==> config.mk <==
export PLATFORM = sky130hd
export DESIGN_NAME = merge_ctrl
export DESIGN_NICKNAME = d
export VERILOG_FILES = /design/src/common/ccl_pkg.sv /design/src/labeling/merge_ctrl.sv
export VERILOG_INCLUDE_DIRS = /design/src /design/src/common
export SDC_FILE = /design/constraint.sdc
export NUM_CORES = 1
export LEC_CHECK = 0
export ABC_AREA = 1
export BUFFER_PORTS_ARGS = -buffer_cell sky130_fd_sc_hd__buf_2
export CAP_MARGIN = 20
export CORE_ASPECT_RATIO = 0.75
export CORE_MARGIN = 10
export CORE_UTILIZATION = 46
export CTS_CLUSTER_DIAMETER = 30
export DETAILED_ROUTE_END_ITERATION = 8
export GPL_TIMING_DRIVEN = 0
export HOLD_SLACK_MARGIN = 0.1
export PLACE_DENSITY_LB_ADDON = 0.2
export SYNTH_ARGS = -nofsm -noshare
export SYNTH_HDL_FRONTEND = slang
export SYNTH_SLANG_ARGS = --single-unit
==> constraint.sdc <==
create_clock -name clk -period 1.7 [get_ports clk]
set_clock_uncertainty 0.1 [all_clocks]
set_input_delay 0.17 -clock clk [delete_from_list [all_inputs] [get_ports clk]]
set_output_delay 0.17 -clock clk [all_outputs]
set_load 0.02 [all_outputs]
==> src/common/ccl_settings.svh <==
// image width must fit in 8 bit coordinates and the fifo depth must be a power of two
`ifndef CCL_SETTINGS_SVH
`define CCL_SETTINGS_SVH

`define CCL_IMG_WIDTH   32      // pixels per line
`define CCL_IMG_HEIGHT  16      // lines per frame

// label 0 is background so 63 labels are usable
`define CCL_MAX_LABELS  64
`define CCL_LABEL_W     6

`define CCL_FIFO_DEPTH  32      // union request entries

`endif

==> src/common/ccl_pkg.sv <==
// shared label and result types where coordinates are limited to 8 bits
`default_nettype none

`include "ccl_settings.svh"

package ccl_pkg;

    typedef logic [`CCL_LABEL_W-1:0] label_t;
    typedef logic [7:0]              coord_t;
    typedef logic [15:0]             area_t;

    // bounding box as one bus word or as four byte fields
    typedef union packed {
        logic [31:0] raw;
        struct packed {
            coord_t ymax;   // top byte
            coord_t xmax;
            coord_t ymin;
            coord_t xmin;
        } f;
    } bbox_u;

endpackage

`default_nettype wire

==> src/labeling/merge_ctrl.sv <==
// fold strobes are combinational so they land on the same edge that raises done
`default_nettype none

module merge_ctrl import ccl_pkg::*; (
    input  wire         clk,
    input  wire         reset,
    input  wire         frame_start_i,
    input  wire         frame_end_i,
    input  wire         fifo_empty_i,
    input  wire         uf_idle_i,
    input  wire         root_valid_i,
    input  wire label_t root_i,
    input  wire label_t label_count_i,
    output logic        find_valid_o,
    output label_t      find_label_o,
    output logic        fold_valid_o,
    output label_t      fold_child_o,
    output label_t      fold_root_o,
    output logic        done_o
);
    localparam logic [2:0] M_IDLE  = 3'd0;
    localparam logic [2:0] M_DRAIN = 3'd1;
    localparam logic [2:0] M_FIND  = 3'd2;
    localparam logic [2:0] M_WAIT  = 3'd3;
    localparam logic [2:0] M_DONE  = 3'd4;

    logic [2:0] state_q;
    label_t     cur_q;

    assign find_valid_o = state_q == M_FIND && uf_idle_i;
    assign find_label_o = cur_q;
    assign fold_valid_o = state_q == M_WAIT && root_valid_i && root_i != cur_q;
    assign fold_child_o = cur_q;
    assign fold_root_o  = root_i;
    assign done_o       = state_q == M_DONE;

    always_ff @(posedge clk or posedge reset) begin
        if (reset) begin
            state_q <= M_IDLE;
            cur_q   <= '0;
        end else if (frame_start_i) begin
            state_q <= M_IDLE;
        end else begin
            case (state_q)
                M_IDLE: if (frame_end_i) state_q <= M_DRAIN;
                M_DRAIN: begin
                    // pending unions must settle first
                    if (fifo_empty_i && uf_idle_i) begin
                        cur_q   <= label_t'(1);
                        state_q <= (label_count_i == '0) ? M_DONE : M_FIND;
                    end
                end
                M_FIND: if (uf_idle_i) state_q <= M_WAIT;
                M_WAIT: begin
                    if (root_valid_i) begin
                        cur_q   <= cur_q + 1'b1;
                        state_q <= (cur_q == label_count_i) ? M_DONE : M_FIND;
                    end
                end
                M_DONE:  state_q <= M_DONE;   // held until next frame
                default: state_q <= M_IDLE;
            endcase
        end
    end

endmodule

`default_nettype wire

==> results by group <==
STA
  • RSZ-0062 raised after global routing: false
  • Pins Over Slew Limit: 0
  • Period Utilization, post-route: 0.975
  • Setup TNS: 0 ns
  • Actual transition at the worst max-transition pin: 0.369 ns
  • Final hold slack: 0.207 ns
  • Total setup violations reported at the end of the flow: 0
  • Hold Vio Cnt, Final: 0
  • Final critical path time including I/O delays and setup: 1.66 ns
  • Max Fclk: 603 MHz
  • Max-slew headroom: 0.754

Floorplanning
  • Initial standard-cell utilization of the core: 0.503
  • CORE AREA: 1810 um2
  • # IOs: 40
  • Die area: 4170 um2
  • X dimension of the die: 71.3 um
  • Y dimension of the die: 58.5 um
  • Std-Cell Rows: 13

Yosys
  • Post-synthesis register bit count: 9
  • Net count of the mapped netlist: 164
  • Cell variety after synth: 24
  • Sequential-to-total area share from yosys stat: 0.248
  • Total standard cell area after synthesis: 908 um2
  • Average cell area after synthesis: 6.31 um2
  • Library cell with the largest summed area after synthesis: dfrtp_1
  • Yosys warning count: 0
  • Cell count after synthesis: 144
  • Cell types occupying the most area after synthesis: dfrtp_1, nand2_1, buf_4
  • Share of the synthesized area in the top cell type: 0.248

Placement
  • Last weighted congestion value of the routability-driven placer: 0.907
  • Number of port buffers: 39
  • Half-perimeter wire length after placement: 2160 um

Pwr
  • Total internal power: 0.000568 W
  • Static power due to leakage: 0.714 nW
  • Part of the power in combinational logic: 0.540
  • Switching fraction of total power: 0.447
  • Power share of the sequential group: 0.299
  • Clock share of power: 0.161
  • Worst IR Drop VDD: 0.604 mV
  • Total power per unit cell area: 845 nW/um2
  • Reported net switching power: 0.000459 W

Global route
  • Overall routing resource usage: 0.122
  • Largest net degree at the start of global routing: 10
  • First-pass GRT wire length: 4220 um
  • Vias in the first global route: 962
  • Remaining Overflow, GRT: 0
  • Antenna violations before repair: 0

Final layout
  • Register area: 230 um2
  • Ratio of cells with drive above 1 in the final layout: 0.363
  • # fillers: 178
  • Synth-to-Final Area Change: 33.7%
  • Post-layout nets: 214
  • Area taken by multi-input logic gates: 502 um2
  • # diodes: 0

Detailed routing
  • Detail Route met3 WL: 132 um
  • DRC Markers: 0
  • DR vias: 972
  • Highest Signal Layer: met4
  • Met2 Routed Length: 1290 um
  • Routed WL: 2580 um
  • Detailed router's first-iteration violation count: 25
  • Routed length per instance: 12.0 um
  • Number of antenna-violating nets in the routed design: 0
  • First-pass iteration count of the detailed router: 4
  • Metal-1 WL: 1140 um
  • Post-detailed-route via-to-cell ratio: 4.52

Critical path
  • Crit path launch type: register
  • CP Capture Type: primary output
  • Largest fanout of any net on the critical path: 7
  • Depth of the worst register-to-register path: 8
  • Arrival time worst endpoint: 1.39 ns
  • Launch point of the worst reg-to-reg path: state_q[2]
  • Endpoint required time on the critical path: 1.43 ns
  • Reg-to-reg critical path endpoint: find_label_o[3]
  • Class of the most critical setup path: reg2out
  • Critical Path End: fold_valid_o
  • Slack of the worst reg-to-reg path: 0.24 ns
  • Worst setup path start: find_label_o[2]

Clocking
  • Depth of the CTS H-tree: 1
  • Cell at the root of the clock tree: clkbuf_4
  • Number of clock sinks: 9
  • Buffers from clock root to sink, at most: 2
  • Clock network latency to the later pin of the worst-skew pair: 0.26 ns
  • Clock tree from TritonCTS: built
  • TritonCTS buffer count: 3
  • Clock slew seen by the registers of the worst setup and hold paths: 0.06 ns

Min path
  • Hold Crit Start: frame_end_i
  • Min-Delay Path Class: in2reg

Outcome
  • Status: finished clean

Job
  • Number of maximum-capacitance constraint violations: 0
critical path, cell delays in order, from the launching register on:
cell and delay, ns:
dfrtp_2 0.46, xor2_1 0.17, nor2_1 0.13, nand4_1 0.10, nand3_1 0.08, inv_1 0.04
buf_2 0.15
kinds of logic after synthesis:
kind of cell,Yosys count,share of synthesized area
buf+inv,36,0.200
simple gates,78,0.373
flops,9,0.248
compound gates,11,0.0785
fa+ha+maj,1,0.0138
xor+xnor,9,0.0868
cell type report:
class                      instances  area share
multi-input combinational         99       0.413
timing repair buffer              46       0.208
sequential                         9       0.189
buffer                            12      0.0742
inverter                          23      0.0711
tap                               22      0.0227
clock buffer                       4      0.0216
stage by stage:
stage	power [W]	utilization	cell area (um2)	std cells	worst slack, ns
6_report	0.00103	0.673	1210	215	0.0428
3_3_place_gp	0.000810	0.626	1130	205	0.221
3_5_place_dp	0.000827	0.626	1130	205	0.218
5_1_grt	0.00111	0.673	1210	215	0.00194
2_1_floorplan	0.000678	-	908	144	0.273
4_1_cts	0.00101	0.651	1180	210	0.0277
registers in the layout (all words and copies together), names as in the netlist:
signal        count
state_q           3
find_label_o      6
power groups by stage:
stage	sequential (W)	combinational (W)	clock, W
after global routing	0.000312	0.000619	0.000182
after CTS	0.000319	0.000513	0.000173
after detailed placement	0.000317	0.000511	0
final	0.000307	0.000554	0.000165
after floorplan	0.000324	0.000354	0
after global placement	0.000313	0.000496	0
how the worst min path moves through the flow:
stage	endpoint	cells after the start
after floorplan	find_label_o[0]	1
after global placement	state_q[1]	2
after CTS	state_q[0]	5
after detailed placement	find_label_o[2]	2
final	state_q[0]	5
after global routing	state_q[2]	6
Yosys cell counts, drive strengths merged:
cell,n
nor2,20
nand2,44
a21boi,2
nor3,1
ha,1
buf,12
a21oi,3
xnor2,3
dfrtp,9
xor2,6
o21ai,6
nand3,8
clkbuf,1
or2,1
inv,23
nand4,4
metal layers:
metal  vias to the layer above  global-route usage
li1                        526                   -
met1                       424               0.127
met2                        20               0.236
met3                         2              0.0469
met4                         0             0.00826
met5                         -                   0
cells in the final DEF (no fill, tap or decap), types with 3 or more instances in the layout:
| cell type | synthesis | layout |
|---|---|---|
| xor2_1 | 6 | 6 |
| nand3_1 | 7 | 7 |
| nand2_1 | 42 | 42 |
| inv_1 | 22 | 22 |
| clkbuf_4 | 0 | 3 |
| o21ai_0 | 4 | 4 |
| buf_4 | 12 | 17 |
| nand4_1 | 4 | 4 |
| xnor2_1 | 3 | 3 |
| dfrtp_1 | 9 | 5 |
| dfrtp_2 | 0 | 4 |
| nor2_1 | 19 | 19 |
| buf_2 | 0 | 39 |
what timing repair did:
item	CTS	global route
setup endpoints to repair	1	1
resized for setup	3	1
endpoints found under the hold margin	10	0
buffers inserted	0	5
hold buffers	2	0
(Power assumes the default switching activity.)
