### src/common/ccl_settings.svh
// image width must fit in 8 bit coordinates and the fifo depth must be a power of two
`ifndef CCL_SETTINGS_SVH
`define CCL_SETTINGS_SVH

`define CCL_IMG_WIDTH   32      // pixels per line
`define CCL_IMG_HEIGHT  16      // lines per frame

// label 0 is background so 63 labels are usable
`define CCL_MAX_LABELS  64
`define CCL_LABEL_W     6

`define CCL_FIFO_DEPTH  32      // union request entries

`endif

### src/common/ccl_pkg.sv
// shared label and result types where coordinates are limited to 8 bits
`default_nettype none

`include "ccl_settings.svh"

package ccl_pkg;

    typedef logic [`CCL_LABEL_W-1:0] label_t;
    typedef logic [7:0]              coord_t;
    typedef logic [15:0]             area_t;

    // bounding box as one bus word or as four byte fields
    typedef union packed {
        logic [31:0] raw;
        struct packed {
            coord_t ymax;   // top byte
            coord_t xmax;
            coord_t ymin;
            coord_t xmin;
        } f;
    } bbox_u;

endpackage

`default_nettype wire

### src/labeling/label_assign.sv
// first pixel of a frame must come at least one cycle after frame_active rises
`default_nettype none

`include "ccl_settings.svh"

module label_assign import ccl_pkg::*; (
    input  wire    clk,
    input  wire    reset,
    input  wire    frame_active_i,
    input  wire    line_valid_i,
    input  wire    pixel_i,
    output logic   frame_start_o,
    output logic   frame_end_o,
    output logic   upd_valid_o,
    output logic   upd_new_o,
    output label_t upd_label_o,
    output coord_t upd_x_o,
    output coord_t upd_y_o,
    output logic   push_o,
    output label_t push_a_o,
    output label_t push_b_o,
    output label_t label_count_o,
    output logic   label_overflow_o
);
    localparam int     XW     = $clog2(`CCL_IMG_WIDTH);
    localparam coord_t LAST_X = coord_t'(`CCL_IMG_WIDTH - 1);

    logic   fa_q;
    coord_t x_q, y_q;
    label_t left_q, left, above, cur;
    label_t lbuf [`CCL_IMG_WIDTH];   // labels of the line above
    logic   need_new, exhausted, is_new, in_frame;

    wire start = frame_active_i & ~fa_q;

    always_comb begin
        in_frame  = line_valid_i && (y_q < coord_t'(`CCL_IMG_HEIGHT));
        left      = (x_q == '0) ? '0 : left_q;
        above     = (y_q == '0) ? '0 : lbuf[x_q[XW-1:0]];
        need_new  = pixel_i && left == '0 && above == '0;
        exhausted = label_count_o == label_t'(`CCL_MAX_LABELS - 1);
        is_new    = need_new && !exhausted;
        if (!pixel_i || (need_new && exhausted))
            cur = '0;                           // background or out of labels
        else if (need_new)
            cur = label_count_o + 1'b1;
        else if (left == '0 || (above != '0 && above < left))
            cur = above;
        else
            cur = left;
    end

    always_ff @(posedge clk or posedge reset) begin
        if (reset) begin
            fa_q             <= 1'b0;
            frame_start_o    <= 1'b0;
            frame_end_o      <= 1'b0;
            upd_valid_o      <= 1'b0;
            push_o           <= 1'b0;
            x_q              <= '0;
            y_q              <= '0;
            label_count_o    <= '0;
            label_overflow_o <= 1'b0;
        end else begin
            fa_q          <= frame_active_i;
            frame_start_o <= start;
            frame_end_o   <= ~frame_active_i & fa_q;
            upd_valid_o   <= in_frame && cur != '0;
            push_o        <= in_frame && pixel_i && left != '0 && above != '0 && left != above;
            if (start) begin
                x_q              <= '0;
                y_q              <= '0;
                label_count_o    <= '0;
                label_overflow_o <= 1'b0;
            end else if (in_frame) begin
                if (x_q == LAST_X) begin
                    x_q <= '0;
                    y_q <= y_q + 1'b1;
                end else begin
                    x_q <= x_q + 1'b1;
                end
                if (is_new) label_count_o <= cur;
                if (need_new && exhausted) label_overflow_o <= 1'b1;
            end
        end
    end

    always_ff @(posedge clk) begin
        if (in_frame) begin
            lbuf[x_q[XW-1:0]] <= cur;
            left_q            <= cur;
        end
        upd_new_o   <= is_new;
        upd_label_o <= cur;
        upd_x_o     <= x_q;
        upd_y_o     <= y_q;
        push_a_o    <= left;
        push_b_o    <= above;
    end

endmodule

`default_nettype wire

### config.mk
export PLATFORM = sky130hd
export DESIGN_NAME = label_assign
export DESIGN_NICKNAME = d
export VERILOG_FILES = /design/src/common/ccl_pkg.sv /design/src/labeling/label_assign.sv
export VERILOG_INCLUDE_DIRS = /design/src /design/src/common
export SDC_FILE = /design/constraint.sdc
export NUM_CORES = 1
export LEC_CHECK = 0
export BUFFER_PORTS_ARGS = -buffer_cell sky130_fd_sc_hd__buf_2
export CAP_MARGIN = 20
export CELL_PAD_IN_SITES_DETAIL_PLACEMENT = 1
export CELL_PAD_IN_SITES_GLOBAL_PLACEMENT = 1
export CORE_MARGIN = 2
export CORE_UTILIZATION = 45
export CTS_CLUSTER_DIAMETER = 40
export DETAILED_ROUTE_END_ITERATION = 16
export HOLD_SLACK_MARGIN = 0.08
export PLACE_DENSITY = 0.79
export SYNTH_ARGS = -nofsm -noshare
export SYNTH_HDL_FRONTEND = slang
export SYNTH_SLANG_ARGS = --single-unit
### constraint.sdc
create_clock -name clk -period 9.6 [get_ports clk]
set_input_delay 1.92 -clock clk [delete_from_list [all_inputs] [get_ports clk]]
set_output_delay 1.92 -clock clk [all_outputs]
set_load 0.02 [all_outputs]
==> metrics.txt <==
DR vias/cell=5.92; pin count of the biggest net entering global routing=61; WL/cell=26.0 µm; met3 Use GR=0.0407; mapped cell area=0.0105 mm²; fin crit period=6540 ps; Slew headroom=0.237; Post-synth ARST share=0.107; Total Wirelength=28900 µm; CP endpoint kind=register; critical path fanouts, max=60; M1 GR Usage=0.317; grt ovf=0; Setup Skew=17.6 ps; die area=0.0247 mm²; final hold violation count=0; Synth top area share=0.564; worst slew pin tran=1140 ps; Hold Crit Class=reg -> reg; commonest cells in the netlist=198 x edfxtp_1, 100 x mux2i_1, 60 x nor2_1, 48 x o22ai_1, 35 x dfxtp_1; cts bufs inserted=34; worst skew pair latency=520 ps; CTS H-tree depth=2; TritonCTS Sinks=261; GP Congestion=0.912; Syn Nets=729; core area=0.0228 mm²; vias in the first global route=6978; cell taking the most area after synthesis=edfxtp_1; status=completed; via count of the routed design=6585; top-count cell post-synth=edfxtp_1; Initial Util=0.461; Worst-path clk slew=60 ps; die width=157 µm; P per Cell Area=311 mW/mm²; first-pass detailed-route iteration total=5; crit path launch type=register; Final ANT Viol Nets=0; fmax=153 MHz; Final WS setup=3060 ps; worst vdd ir=0.191 mV; final setup violation count=0; Avg Inst Size Synth=14.8 µm²; Pleak=4.41 nW; main flop type after synthesis=edfxtp_1; Global Route Usage Sum=0.240; Setup Fix Bufs, Post-CTS=0; number of flops mapped to enable cells by yosys=198; Slew Viols, Final=0; Seq/Total Area, Yosys=0.697; Final Net Count=791; setup slack at placement=3360 ps; Yosys reg bits=261; number of core rows=55; RSZ-0062 raised after global routing=no; busiest grt layer=met2; HPWL Detailed=18400 µm; Ports=51; Mapped Cells=711; Total Neg Setup Slack=0 ps; CTS root buf=clkbuf_16; Crit Path Class=reg -> reg; Tcrit/Tclk final=0.681; layout cell share with drive strength beyond 1=0.162; Arr. time, crit path=6970 ps; Worst Path Required=10030 ps; P&R area growth vs syn=15.4%; Synth area leaders=edfxtp_1 56%, mux2i_1 9.5%, dfrtp_1 6.6%, dfxtp_1 6.6%, o22ai_1 2.8%; first-pass GRT wire length=43700 µm; CTS tree=built; DRC violation total after the first TritonRoute iteration=562; met2 global-route usage=0.402; Max-cap violations=0; Resized cells post-CTS=0; Buffers on Ports=50; Netlist cell types=58; DRC violations left=0; clock tree buffer depth=3; CTS Hold Buffers Added=0; # fillers=2274; Yosys Warn Count=0; die height=157 µm; initial antenna violation count=0
cell families after synthesis:
family,after synthesis,share of synthesized area
flops,261,0.697
simple gates,179,0.0952
compound gates,100,0.0615
mux,100,0.0950
buf+inv,50,0.0290
fa+ha+maj,13,0.0154
xor+xnor,8,0.00665
critical path, cell delays in order (launching register included):
cell       delay, ps
dfrtp_4         1100
buf_4            750
mux2i_1          260
o22ai_1          110
nor4_1           760
a21oi_1          340
ha_1             270
a2111oi_0        440
o2bb2ai_1        210
nand2_1          220
nand3_1          140
o311ai_1         150
a211oi_4         960
buf_4            390
nor2_1            70
a41oi_1          210
state kept, by name, indices dropped and copies added (netlist names):
signal,count
left_q,6
frame_start_o,1
upd_label_o,6
push_b_o,6
x_q,8
label_overflow_o,1
upd_x_o,8
lbuf,192
push_o,1
fa_q,1
frame_end_o,1
upd_y_o,8
label_count_o,6
upd_new_o,1
push_a_o,6
upd_valid_o,1
y_q,8
cell usage in the layout, fill, tap and decap left out, types with 4 or more instances in the layout:
cell / n
buf_2: 51
nor2_1: 60
o31ai_1: 4
nor4_2: 7
xor2_1: 5
mux2i_1: 100
ha_1: 13
o22ai_1: 48
clkinv_2: 5
and3_1: 6
a21oi_1: 12
a31oi_1: 7
nand2_1: 29
dfxtp_1: 35
nand4b_1: 4
nand4_1: 5
edfxtp_1: 198
clkbuf_16: 34
nor3_1: 11
nor4_1: 8
nand2b_1: 5
buf_4: 4
dfrtp_1: 27
o21ai_0: 11
or4b_1: 4
inv_1: 17
nand3_1: 13
clkinv_1: 6
inv_6: 4
nand4bb_1: 4
and2_1: 5
power by group:
group	internal (W)	switching [W]
Sequential	0.00149	0.000100
Clock	0.000719	0.000484
Combinational	0.000306	0.000686
cell type report:
class	count	area, µm²	area share
Inverter	17	63.8	0.00525
Clock inverter	23	200	0.0165
Antenna cell	1	2.50	0.000206
Sequential cell	261	7350	0.605
Tap cell	313	392	0.0322
Timing Repair Buffer	59	375	0.0309
Multi-Input combinational cell	400	2900	0.238
Clock buffer	38	876	0.0720
worst paths after layout:
path	to	depth (start not counted)	slack (ps)	from
worst min register to register	upd_y_o[7]	0	410	y_q[7]
worst min-delay path	upd_y_o[7]	0	410	y_q[7]
min in group asynchronous	x_q[5]	2	1470	reset
worst max-delay path	upd_valid_o	15	3060	x_q[1]
max in group asynchronous	push_o	3	7640	reset
worst max register to register	upd_valid_o	15	3060	x_q[1]
through the flow:
| step | total power [W] | utilization | cells | cell area [µm²] | hold WS, ps |
|---|---|---|---|---|---|
| 4_1_cts | 0.00375 | 0.529 | 1107 | 12100 | 404 |
| 2_1_floorplan | 0.00218 | - | 711 | 10500 | 348 |
| 6_report | 0.00378 | 0.532 | 1112 | 12200 | 408 |
| 5_1_grt | 0.00391 | 0.532 | 1111 | 12200 | 415 |
| 3_5_place_dp | 0.00254 | 0.481 | 1046 | 11000 | 383 |
| 3_3_place_gp | 0.00247 | 0.481 | 1045 | 11000 | 386 |
routing by layer:
metal	vias up	wire length, µm	share of wire
li1	2853	-	-
met1	3420	11800	0.41
met2	250	14400	0.50
met3	62	1810	0.063
met4	0	878	0.030
met5	-	0	0
Note: power is estimated with default switching activity, not from simulation.
