==> src/common/ccl_settings.svh <==
// image width must fit in 8 bit coordinates and the fifo depth must be a power of two
`ifndef CCL_SETTINGS_SVH
`define CCL_SETTINGS_SVH

`define CCL_IMG_WIDTH   32      // pixels per line
`define CCL_IMG_HEIGHT  16      // lines per frame

// label 0 is background so 63 labels are usable
`define CCL_MAX_LABELS  64
`define CCL_LABEL_W     6

`define CCL_FIFO_DEPTH  32      // union request entries

`endif

==> src/common/ccl_pkg.sv <==
// shared label and result types where coordinates are limited to 8 bits
`default_nettype none

`include "ccl_settings.svh"

package ccl_pkg;

    typedef logic [`CCL_LABEL_W-1:0] label_t;
    typedef logic [7:0]              coord_t;
    typedef logic [15:0]             area_t;

    // bounding box as one bus word or as four byte fields
    typedef union packed {
        logic [31:0] raw;
        struct packed {
            coord_t ymax;   // top byte
            coord_t xmax;
            coord_t ymin;
            coord_t xmin;
        } f;
    } bbox_u;

endpackage

`default_nettype wire

==> src/logic/axil_result_port.sv <==
// read only slave with one outstanding read and rresp always okay
`default_nettype none

`include "ccl_settings.svh"

module axil_result_port import ccl_pkg::*; (
    input  wire         clk,
    input  wire         reset,
    input  wire  [11:0] araddr_i,
    input  wire         arvalid_i,
    input  wire         rready_i,
    input  wire         done_i,
    input  wire         label_overflow_i,
    input  wire         fifo_overflow_i,
    input  wire label_t label_count_i,
    input  wire area_t  rd_area_i,
    input  wire bbox_u  rd_bbox_i,
    output logic        arready_o,
    output logic [31:0] rdata_o,
    output logic [1:0]  rresp_o,
    output logic        rvalid_o,
    output label_t      rd_label_o
);
    localparam logic [11:0] TABLE_BASE = 12'h100;
    localparam int          TABLE_SPAN = 8 * `CCL_MAX_LABELS;   // two words per label

    logic [11:0] offs;
    logic [31:0] rd_word;

    assign offs       = araddr_i - TABLE_BASE;
    assign rd_label_o = offs[3 +: `CCL_LABEL_W];
    assign arready_o  = !rvalid_o;
    assign rresp_o    = 2'b00;

    always_comb begin
        rd_word = '0;
        if (araddr_i == 12'h000) begin
            rd_word = {16'b0, 8'(label_count_i), 5'b0,
                       fifo_overflow_i, label_overflow_i, done_i};
        end else if (araddr_i >= TABLE_BASE && offs < 12'(TABLE_SPAN) && offs[1:0] == 2'b00) begin
            rd_word = offs[2] ? rd_bbox_i.raw : {16'b0, rd_area_i};
        end
    end

    always_ff @(posedge clk or posedge reset) begin
        if (reset) begin
            rvalid_o <= 1'b0;
        end else if (arvalid_i && arready_o) begin
            rvalid_o <= 1'b1;
        end else if (rvalid_o && rready_i) begin
            rvalid_o <= 1'b0;
        end
    end

    // data held while rready is low
    always_ff @(posedge clk) begin
        if (arvalid_i && arready_o) rdata_o <= rd_word;
    end

endmodule

`default_nettype wire

==> config.mk <==
export PLATFORM = sky130hd
export DESIGN_NAME = axil_result_port
export DESIGN_NICKNAME = d
export VERILOG_FILES = /design/src/common/ccl_pkg.sv /design/src/logic/axil_result_port.sv
export VERILOG_INCLUDE_DIRS = /design/src /design/src/common
export SDC_FILE = /design/constraint.sdc
export NUM_CORES = 1
export LEC_CHECK = 0
export BUFFER_PORTS_ARGS = -buffer_cell sky130_fd_sc_hd__buf_2
export CAP_MARGIN = 5
export CORE_MARGIN = 2
export CORE_UTILIZATION = 45
export CTS_CLUSTER_DIAMETER = 80
export DETAILED_ROUTE_END_ITERATION = 8
export PLACE_DENSITY = 0.85
export SETUP_SLACK_MARGIN = 0.3
export SLEW_MARGIN = 40
export SYNTH_ARGS = -nofsm -noshare
export SYNTH_HDL_FRONTEND = slang
export SYNTH_SLANG_ARGS = --single-unit
export TNS_END_PERCENT = 20
==> constraint.sdc <==
create_clock -name clk -period 3.5 [get_ports clk]
set_clock_uncertainty 0.1 [all_clocks]
set_input_delay 0 -clock clk [delete_from_list [all_inputs] [get_ports clk]]
set_output_delay 0 -clock clk [all_outputs]
set_load 0.05 [all_outputs]
==> impl_metrics.csv <==
group,metric,value,unit
timing,fin_setup_tns,0,ns
cells_and_area,layout.nets,352,
pwr,clockPowerShare,0.308,
timing,slew_headroom,0.577,
pwr,power,0.00109,W
timing,worst_pin_slew,0.635,ns
worst_setup_path,crit_fanout,16,
timing,period_minus_slack,1.78,ns
clock_tree,clock-sinks,33,
job,maxCapViolCount,0,
clock_tree,cts.path.max_buffers,2,
placed_design,port_buffers,112,
global_route,grt_max_degree,34,
timing,max_freq,563,MHz
global_route,antenna_found_initial,0,
placed_design,place_congestion,0.728,
worst_setup_path,crit_path_start,"araddr_i[8]",
synthesis,syn_area,1760,um2
worst_setup_path,path_cells,"buf_2 -> inv_1 -> ha_1 -> nor4b_4 -> and3_1 -> o31ai_1",
die,io_pins,115,
routing,wl,4.74,mm
clock_tree,cts_tree,"done",
die,rows,22,
timing,grt_setup_unrepaired,"false",
clock_tree,clkTransAtPathRegs,0.06,ns
status,outcome,"completed",
worst_setup_path,criticalPathCategory,"in -> reg",
worst_setup_path,slowest_stage,"and3_1",
cells_and_area,utilization,0.727,
timing,slew_violations,0,
worst_setup_path,slowest_delay,0.66,ns
pwr,leakagePower,1.27,nW
clock_tree,clkLatencyLatePin,0.27,ns
clock_tree,post-cts-setup-buffer-count,0,
routing,vias,1607,
cells_and_area,antennaDiodeCount,0,
pwr,sw_frac_of_total,0.297,
synthesis,seq_area_frac_synth,0.560,
routing,ant_nets,0,
timing,fin_crit_sh,0.508,
global_route,grt_overflow,0,
pwr,ir_worst_vdd,179,uV
pwr,seq_power_share,0.432,
cells_and_area,post_route_cells_drive_above_1_share,0.457,
pwr,power.density,403,nW/um2
placed_design,dp_slack,1.34,ns
clock_tree,numCtsBuffers,5,
worst_setup_path,crit_required,3.39,ns
die,chipHeight,66.5,um
worst_setup_path,endpoint_kind,"register",
cells_and_area,nFillCells,265,
routing,drtPass1Iterations,4,
synthesis,synth_seq_cells,33,
die,die_area,4430,um2
synthesis,netlist-cell-type-count,25,
global_route,grt_pass1_wl,6.87,mm
routing,drc,0,
synthesis,syn_area_per_cell,12.6,um2
pwr,power.internal,0.000766,W
clock_tree,root_buffer,"clkbuf_8",
placed_design,place_area,2260,um2
global_route,grt_use_total,0.216,
worst_setup_path,cp-start-kind,"input port",
routing,drt_iter0_drc,133,
routing,wl_per_cell,14.5,um
worst_hold_path,hp-class,"in -> async",
timing,setup_viol,0,
clock_tree,cts_htree_levels,2,
cells_and_area,final_cell_area,2700,um2
worst_setup_path,r2r-start,"rvalid_o$_DFFE_PP0P_",
die,core_area,3720,um2
global_route,grt_pass1_vias,1530,
placed_design,place_hpwl,3.00,mm
synthesis,synth_warnings,0,
routing,vias_per_cell,4.93,
worst_setup_path,cp.arrival,1.67,ns
pwr,power.switching,0.000323,W
timing,hold_violations,0,
cells_and_area,syn2layout_area_growth,53.6,%
pwr,p_comb_frac,0.261,
timing,worst_slack,1.72,ns
die,start_util,0.473,
synthesis,synthCells,140,
die,die_w,66.5,um
[worst paths after layout]
path / endpoint / slack (ns) / cells after the start
hold reg to reg: rvalid_o$_DFFE_PP0P_ / 0.52 / 2
max in group asynchronous: rvalid_o$_DFFE_PP0P_ / 3.20 / 3
min in group clk: rdata_o[15]$_SDFFCE_PP0P_ / 0.01 / 3
hold / removal: rvalid_o$_DFFE_PP0P_ / 0.009 / 3
setup reg to reg: rdata_o[13]$_DFFE_PP_ / 2.04 / 2
setup / recovery: rdata_o[13]$_DFFE_PP_ / 1.72 / 6
[logic make-up (layout without fill, tap and decap cells)]
kind of cell / Yosys count / in the layout / synth area share
compound gates: 11 / 11 / 0.0555
xor+xnor: 1 / 1 / 0.00498
fa+ha+maj: 2 / 2 / 0.0142
buf+inv: 36 / 173 / 0.117
flops: 33 / 33 / 0.560
mux: 16 / 16 / 0.0910
other cells: 1 / 2 / 0.00213
simple gates: 40 / 40 / 0.155
[layer usage]
| metal | track usage | part of all wire |
|---|---|---|
| met1 | 0.218 | 0.35 |
| met2 | 0.426 | 0.56 |
| met3 | 0.0490 | 0.070 |
| met4 | 0.0714 | 0.021 |
| met5 | 0 | 0 |
[per-stage QoR]
step | hold WS (ns) | std cells
global placement | -0.265 | 286
floorplan | -0.371 | 141
global route | 0.00417 | 326
finish | 0.00891 | 326
detailed placement | -0.261 | 286
CTS | 0.000898 | 322
[sequential cells by signal, indices dropped and copies added (netlist names)]
name      flops
rdata_o      32
rvalid_o      1
[synth_stat cells]
cell | count | share of area
ha_1 | 2 | 0.014
mux2i_1 | 16 | 0.091
xnor2_1 | 1 | 0.0050
o21bai_1 | 1 | 0.0043
nand4_1 | 9 | 0.032
conb_1 | 1 | 0.0021
nor3_1 | 23 | 0.065
inv_1 | 21 | 0.045
nor3b_1 | 1 | 0.0043
or4_1 | 1 | 0.0043
o31ai_2 | 3 | 0.021
buf_2 | 1 | 0.0028
nor4_4 | 1 | 0.012
buf_12 | 1 | 0.011
clkbuf_1 | 1 | 0.0021
buf_4 | 10 | 0.043
dfrtp_1 | 1 | 0.014
o31ai_1 | 7 | 0.030
edfxtp_1 | 32 | 0.55
nand4_2 | 1 | 0.0071
buf_6 | 2 | 0.013
nor2b_1 | 1 | 0.0036
nor3_4 | 1 | 0.0092
and3_1 | 1 | 0.0036
nor4b_4 | 1 | 0.014
[cells in the final DEF (no fill, tap or decap)]
cell type and count:
buf_2 112, edfxtp_1 32, dlygate4sd3_1 31, nor3_1 23, inv_1 21, mux2i_1 16
nand4_1 9, o31ai_1 7, clkbuf_8 5, o31ai_2 3, ha_1 2, conb_1 2
nor2b_4 1, o21bai_1 1, nor4_4 1, nor4b_4 1, nor3_4 1, and3_1 1
or4_1 1, xnor2_1 1, nor3b_1 1, nand4_4 1, bufinv_16 1, clkbuf_1 1
clkinv_1 1, buf_6 1, dfrtp_1 1
[final cells by class]
| cell class | instances | area (um2) | area share |
|---|---|---|---|
| well taps | 48 | 60.1 | 0.0222 |
| multi-input cells | 72 | 588 | 0.218 |
| flip-flops and latches | 33 | 986 | 0.365 |
| clock buffers | 6 | 72.6 | 0.0269 |
| clock inverters | 2 | 33.8 | 0.0125 |
| repair buffers | 144 | 882 | 0.327 |
| inverters | 21 | 78.8 | 0.0292 |
[power by group through the flow]
stage / sequential, W / combinational, W / clock (W)
after floorplan: 0.000573 / 0.0000809 / 0
after global placement: 0.000478 / 0.000247 / 0
after detailed placement: 0.000479 / 0.000251 / 0
after CTS: 0.000471 / 0.000275 / 0.000338
after global routing: 0.000472 / 0.000300 / 0.000368
final: 0.000470 / 0.000284 / 0.000335
[critical path, delay by kind of cell]
kind	cells	cell delay, ns
simple gates	2	1.11
buf+inv	2	0.20
compound gates	1	0.19
fa+ha+maj	1	0.17
[timing repair]
item / 4_1_cts / 5_1_grt
endpoints found under the hold margin: 28 / 2
resized for setup: 0 / 0
hold buffers: 28 / 3
Power figures use the tool's default switching activity.
