--- config.mk ---
export PLATFORM = sky130hd
export DESIGN_NAME = union_fifo
export DESIGN_NICKNAME = d
export VERILOG_FILES = /design/src/common/ccl_pkg.sv /design/src/logic/union_fifo.sv
export VERILOG_INCLUDE_DIRS = /design/src /design/src/common
export SDC_FILE = /design/constraint.sdc
export NUM_CORES = 1
export LEC_CHECK = 0
export BUFFER_PORTS_ARGS = -buffer_cell sky130_fd_sc_hd__buf_2
export CAP_MARGIN = 30
export CELL_PAD_IN_SITES_DETAIL_PLACEMENT = 1
export CELL_PAD_IN_SITES_GLOBAL_PLACEMENT = 1
export CORE_ASPECT_RATIO = 0.7
export CORE_UTILIZATION = 45
export DETAILED_ROUTE_END_ITERATION = 10
export PLACE_DENSITY_LB_ADDON = 0.1
export SLEW_MARGIN = 25
export SYNTH_ARGS = -nofsm -noshare
export SYNTH_HDL_FRONTEND = slang
export SYNTH_SLANG_ARGS = --single-unit
--- constraint.sdc ---
create_clock -name clk -period 5.57 [get_ports clk]
set_clock_uncertainty 0.05 [all_clocks]
set_input_delay 1.671 -clock clk [delete_from_list [all_inputs] [get_ports clk]]
set_output_delay 1.671 -clock clk [all_outputs]
set_load 0.01 [all_outputs]
--- src/common/ccl_settings.svh ---
// image width must fit in 8 bit coordinates and the fifo depth must be a power of two
`ifndef CCL_SETTINGS_SVH
`define CCL_SETTINGS_SVH

`define CCL_IMG_WIDTH   32      // pixels per line
`define CCL_IMG_HEIGHT  16      // lines per frame

// label 0 is background so 63 labels are usable
`define CCL_MAX_LABELS  64
`define CCL_LABEL_W     6

`define CCL_FIFO_DEPTH  32      // union request entries

`endif

--- src/common/ccl_pkg.sv ---
// shared label and result types where coordinates are limited to 8 bits
`default_nettype none

`include "ccl_settings.svh"

package ccl_pkg;

    typedef logic [`CCL_LABEL_W-1:0] label_t;
    typedef logic [7:0]              coord_t;
    typedef logic [15:0]             area_t;

    // bounding box as one bus word or as four byte fields
    typedef union packed {
        logic [31:0] raw;
        struct packed {
            coord_t ymax;   // top byte
            coord_t xmax;
            coord_t ymin;
            coord_t xmin;
        } f;
    } bbox_u;

endpackage

`default_nettype wire

--- src/logic/union_fifo.sv ---
// depth must be a power of two and pushes into a full buffer are dropped
`default_nettype none

`include "ccl_settings.svh"

module union_fifo import ccl_pkg::*; (
    input  wire         clk,
    input  wire         reset,
    input  wire         clear_i,
    input  wire         push_i,
    input  wire label_t push_a_i,
    input  wire label_t push_b_i,
    input  wire         pop_ready_i,
    output logic        pop_valid_o,
    output label_t      pop_a_o,
    output label_t      pop_b_o,
    output logic        empty_o,
    output logic        fifo_overflow_o
);
    localparam int DEPTH = `CCL_FIFO_DEPTH;
    localparam int PW    = $clog2(DEPTH);

    label_t          mem_a [DEPTH];
    label_t          mem_b [DEPTH];
    logic [PW-1:0]   wr_ptr, rd_ptr;
    logic [PW:0]     count;
    logic            do_push, do_pop;

    assign do_push     = push_i && count != (PW+1)'(DEPTH);
    assign do_pop      = pop_valid_o && pop_ready_i;
    assign pop_valid_o = count != '0;
    assign empty_o     = count == '0;
    assign pop_a_o     = mem_a[rd_ptr];
    assign pop_b_o     = mem_b[rd_ptr];

    always_ff @(posedge clk or posedge reset) begin
        if (reset) begin
            wr_ptr          <= '0;
            rd_ptr          <= '0;
            count           <= '0;
            fifo_overflow_o <= 1'b0;
        end else if (clear_i) begin
            wr_ptr          <= '0;
            rd_ptr          <= '0;
            count           <= '0;
            fifo_overflow_o <= 1'b0;
        end else begin
            if (do_push) wr_ptr <= wr_ptr + 1'b1;   // pointers wrap naturally
            if (do_pop)  rd_ptr <= rd_ptr + 1'b1;
            count <= count + (PW+1)'(do_push) - (PW+1)'(do_pop);
            if (push_i && !do_push) fifo_overflow_o <= 1'b1;   // sticky
        end
    end

    always_ff @(posedge clk) begin
        if (do_push) begin
            mem_a[wr_ptr] <= push_a_i;
            mem_b[wr_ptr] <= push_b_i;
        end
    end

endmodule

`default_nettype wire

==> impl_metrics.env <==
export IMPL_synth_adder_area_share=0.0123
export IMPL_synth_top_family_by_area="multiplexers"
export IMPL_hp_class="reg -> reg"
export IMPL_cts_path_max_buffers=3
export IMPL_peakVddDrop_mv=0.273
export IMPL_grt_first_pass_wirelength_um=57800
export IMPL_rsz0062_at_grt="no"
export IMPL_antenna_left=0
export IMPL_ys_seq_area_frac=0.756
export IMPL_arrival_ns=3.38
export IMPL_r2r_end="count[4]$_DFF_PP0_"
export IMPL_hold_start="fifo_overflow_o$_DFFE_PP0P_"
export IMPL_synth_area_um2=15800
export IMPL_via_per_inst=5.79
export IMPL_initial_core_util=0.457
export IMPL_setup_violations=0
export IMPL_tightest_slew_ns=0.925
export IMPL_syn_avg_cell_area_um2=20.2
export IMPL_core_um2=34700
export IMPL_synthArstFlopShare=0.0424
export IMPL_die_y_um=159
export IMPL_min_to="fifo_overflow_o$_DFFE_PP0P_"
export IMPL_synthSimpleGateAreaFrac=0.0260
export IMPL_grt_max_degree=52
export IMPL_clk_pin_slew_ns=0.06
export IMPL_htreeDepth=2
export IMPL_synthCells=784
export IMPL_first_global_vias=8455
export IMPL_max_clock_freq_mhz=196
export IMPL_synth_top_area_share=0.729
export IMPL_muxShareOfSynthArea=0.139
export IMPL_post_route_drc_count=0
export IMPL_top_layer="met4"
export IMPL_nets=887
export IMPL_synth_flop_cell="edfxtp_1"
export IMPL_cp_required_ns=3.85
export IMPL_power_density_nw_per_um2=413
export IMPL_postRouteWirelength_um=39200
export IMPL_synth_xor_xnor_area_share=0.00498
export IMPL_rows=57
export IMPL_final_max_slew_violation_count=0
export IMPL_regToRegSetupSlack_ns=2.58
export IMPL_overflow=0
export IMPL_switching_share=0.254
export IMPL_cp_start_kind="flip-flop"
export IMPL_path_max_fanout=51
export IMPL_internal_power_mw=5.52
export IMPL_hold_depth=2
export IMPL_wl_met1_um=17900
export IMPL_ys_top_cells_by_area="edfxtp_1, mux4_2, mux4_1, mux2i_1, dfrtp_1"
export IMPL_met3_length_um=2650
export IMPL_grt_antenna_before_repair=2
export IMPL_ys_ff_latch=401
export IMPL_cts_buffers=40
export IMPL_status="complete, no violations"
export IMPL_period_needed_ns=5.10
export IMPL_drt_pass1_iterations=5
export IMPL_drt_initial_drc_count=729
export IMPL_p_clk_frac=0.361
export IMPL_switchingPower_mw=1.88
export IMPL_dp_final_hpwl_um=24200
export IMPL_finalCritPeriodShare=0.916
export IMPL_cap_violations=0
export IMPL_yosys_area_top_type="edfxtp_1"
export IMPL_cts_tree="yes"
export IMPL_routedWlPerCell_um=28.8
export IMPL_dieArea_um2=35900
export IMPL_cts_num_sinks=401
export IMPL_io_buffers=31
export IMPL_synth_edf_count=384
export IMPL_utilization=0.517
export IMPL_synth_compound_area_share=0.0425
export IMPL_rr_startpoint="count[2]$_DFF_PP0_"
export IMPL_design_portCount=32
export IMPL_fin_setup_tns_ns=0
export IMPL_num_vias=7869
export IMPL_hold_buffers=0
export IMPL_die_w_um=226
export IMPL_synthDistinctLibCells=42
export IMPL_synth_warnings=0
export IMPL_clkLatencyLatePin_ns=0.54
export IMPL_postCtsSetupBuffers=0
export IMPL_power_leakage_nw=5.74
export IMPL_track_usage=0.227
export IMPL_area_delta_synth_final_pct=13.3
export IMPL_path_class="reg -> out"
export IMPL_p_seq_frac=0.466
export IMPL_r2r_cells=13
export IMPL_critPathCaptureType="output pin"
export IMPL_slew_headroom=0.382
export IMPL_wl_met2_um=18000
export IMPL_combPwrFrac=0.173
export IMPL_finalHoldViolCount=0
export IMPL_cts_resized=0
export IMPL_drive_above_1_share=0.222
export IMPL_syn_nets=816
export IMPL_cts_root_buf="clkbuf_16"
export IMPL_gp_congestion=0.763
## worst max path at each step
| stage | from | endpoint | slack (ns) | cells past startpoint |
|---|---|---|---|---|
| floorplan | rd_ptr[0]$_DFFE_PP0P_ | pop_a_o[2] | 2.01 | 8 |
| global placement | rd_ptr[0]$_DFFE_PP0P_ | pop_a_o[2] | 1.03 | 6 |
| detailed placement | rd_ptr[0]$_DFFE_PP0P_ | pop_a_o[1] | 0.98 | 7 |
| CTS | rd_ptr[0]$_DFFE_PP0P_ | pop_a_o[1] | 0.38 | 7 |
| global route | rd_ptr[0]$_DFFE_PP0P_ | pop_a_o[1] | 0.20 | 7 |
| finish | rd_ptr[0]$_DFFE_PP0P_ | pop_a_o[1] | 0.47 | 7 |
## critical path, cell delays in order, from the launching register on
cell and delay (ns):
dfrtp_4 0.73, buf_12 0.39, buf_4 0.44, mux2i_1 0.25
o22ai_1 0.11, a2111oi_1 0.53, a21oi_1 0.12, buf_2 0.17
## flip-flops by register name, indices dropped and copies added, names as in the netlist
name / cells
count: 6
fifo_overflow_o: 1
mem_a: 192
mem_b: 192
rd_ptr: 5
wr_ptr: 5
## Yosys cell counts, types with 3 or more instances
master,n
or3_1,3
xor2_1,5
inv_1,15
a21oi_1,31
a2111oi_0,4
a2111oi_1,4
nand3_1,7
nor2_1,47
buf_2,10
mux4_1,18
clkbuf_1,18
xnor2_1,4
o21ai_0,3
ha_1,14
o22ai_1,11
mux2i_1,46
nand3b_1,3
a2111oi_2,3
mux4_2,56
o221ai_1,12
buf_4,6
a22o_1,11
buf_6,4
a22oi_1,12
dfrtp_1,17
edfxtp_1,384
nand2_1,10
nor2b_1,5
## metal layers
layer | track usage | vias up
li1 | - | 3373
met4 | 0.0544 | 0
met3 | 0.0466 | 44
met5 | 0 | -
met1 | 0.338 | 4225
met2 | 0.346 | 227
## stage by stage
stage               hold slack, ns  total power [mW]  instance area (um2)  worst slack (ns)  cells
floorplan                    0.481              4.42                15800              2.01    784
global placement             0.423              4.75                16600              1.03   1285
CTS                          0.491              7.48                17900             0.382   1355
finish                       0.478              7.40                17900             0.466   1358
detailed placement           0.478              4.81                16700             0.979   1285
global route                 0.521              7.68                17900             0.205   1355
## cell families (layout without fill, tap and decap cells)
logic type	after synthesis	after routing
flip-flops	401	401
multiplexers	120	120
AO/OA/AOI/OAI	94	94
AND/OR/NAND/NOR	87	87
buffers and inverters	58	157
adder cells (fa/ha/maj)	15	15
XOR/XNOR	9	9
other	0	3
## final cells by class
type,instances,area [um2]
antenna,3,7.51
clock buffer,56,1100
clock inverter,14,173
fill,3119,16700
inverter,15,56.3
multi-input combinational,325,3570
sequential,401,12000
tap,472,591
timing repair buffer,72,475
## power groups by stage
stage | clock, mW | sequential, mW | combinational, mW
3_5_place_dp | 0 | 3.52 | 1.30
5_1_grt | 2.83 | 3.46 | 1.38
2_1_floorplan | 0 | 3.46 | 0.959
4_1_cts | 2.72 | 3.45 | 1.30
3_3_place_gp | 0 | 3.51 | 1.24
6_report | 2.67 | 3.45 | 1.28
## cells in the final DEF (no fill, tap or decap), types with 13 or more instances in the layout
master,n
a21oi_1,31
buf_2,31
buf_4,40
clkbuf_1,13
clkbuf_16,41
dfrtp_1,15
edfxtp_1,384
ha_1,14
inv_1,15
mux2i_1,46
mux4_1,18
mux4_2,56
nor2_1,42
No activity file was read; power rests on OpenSTA's default activity.
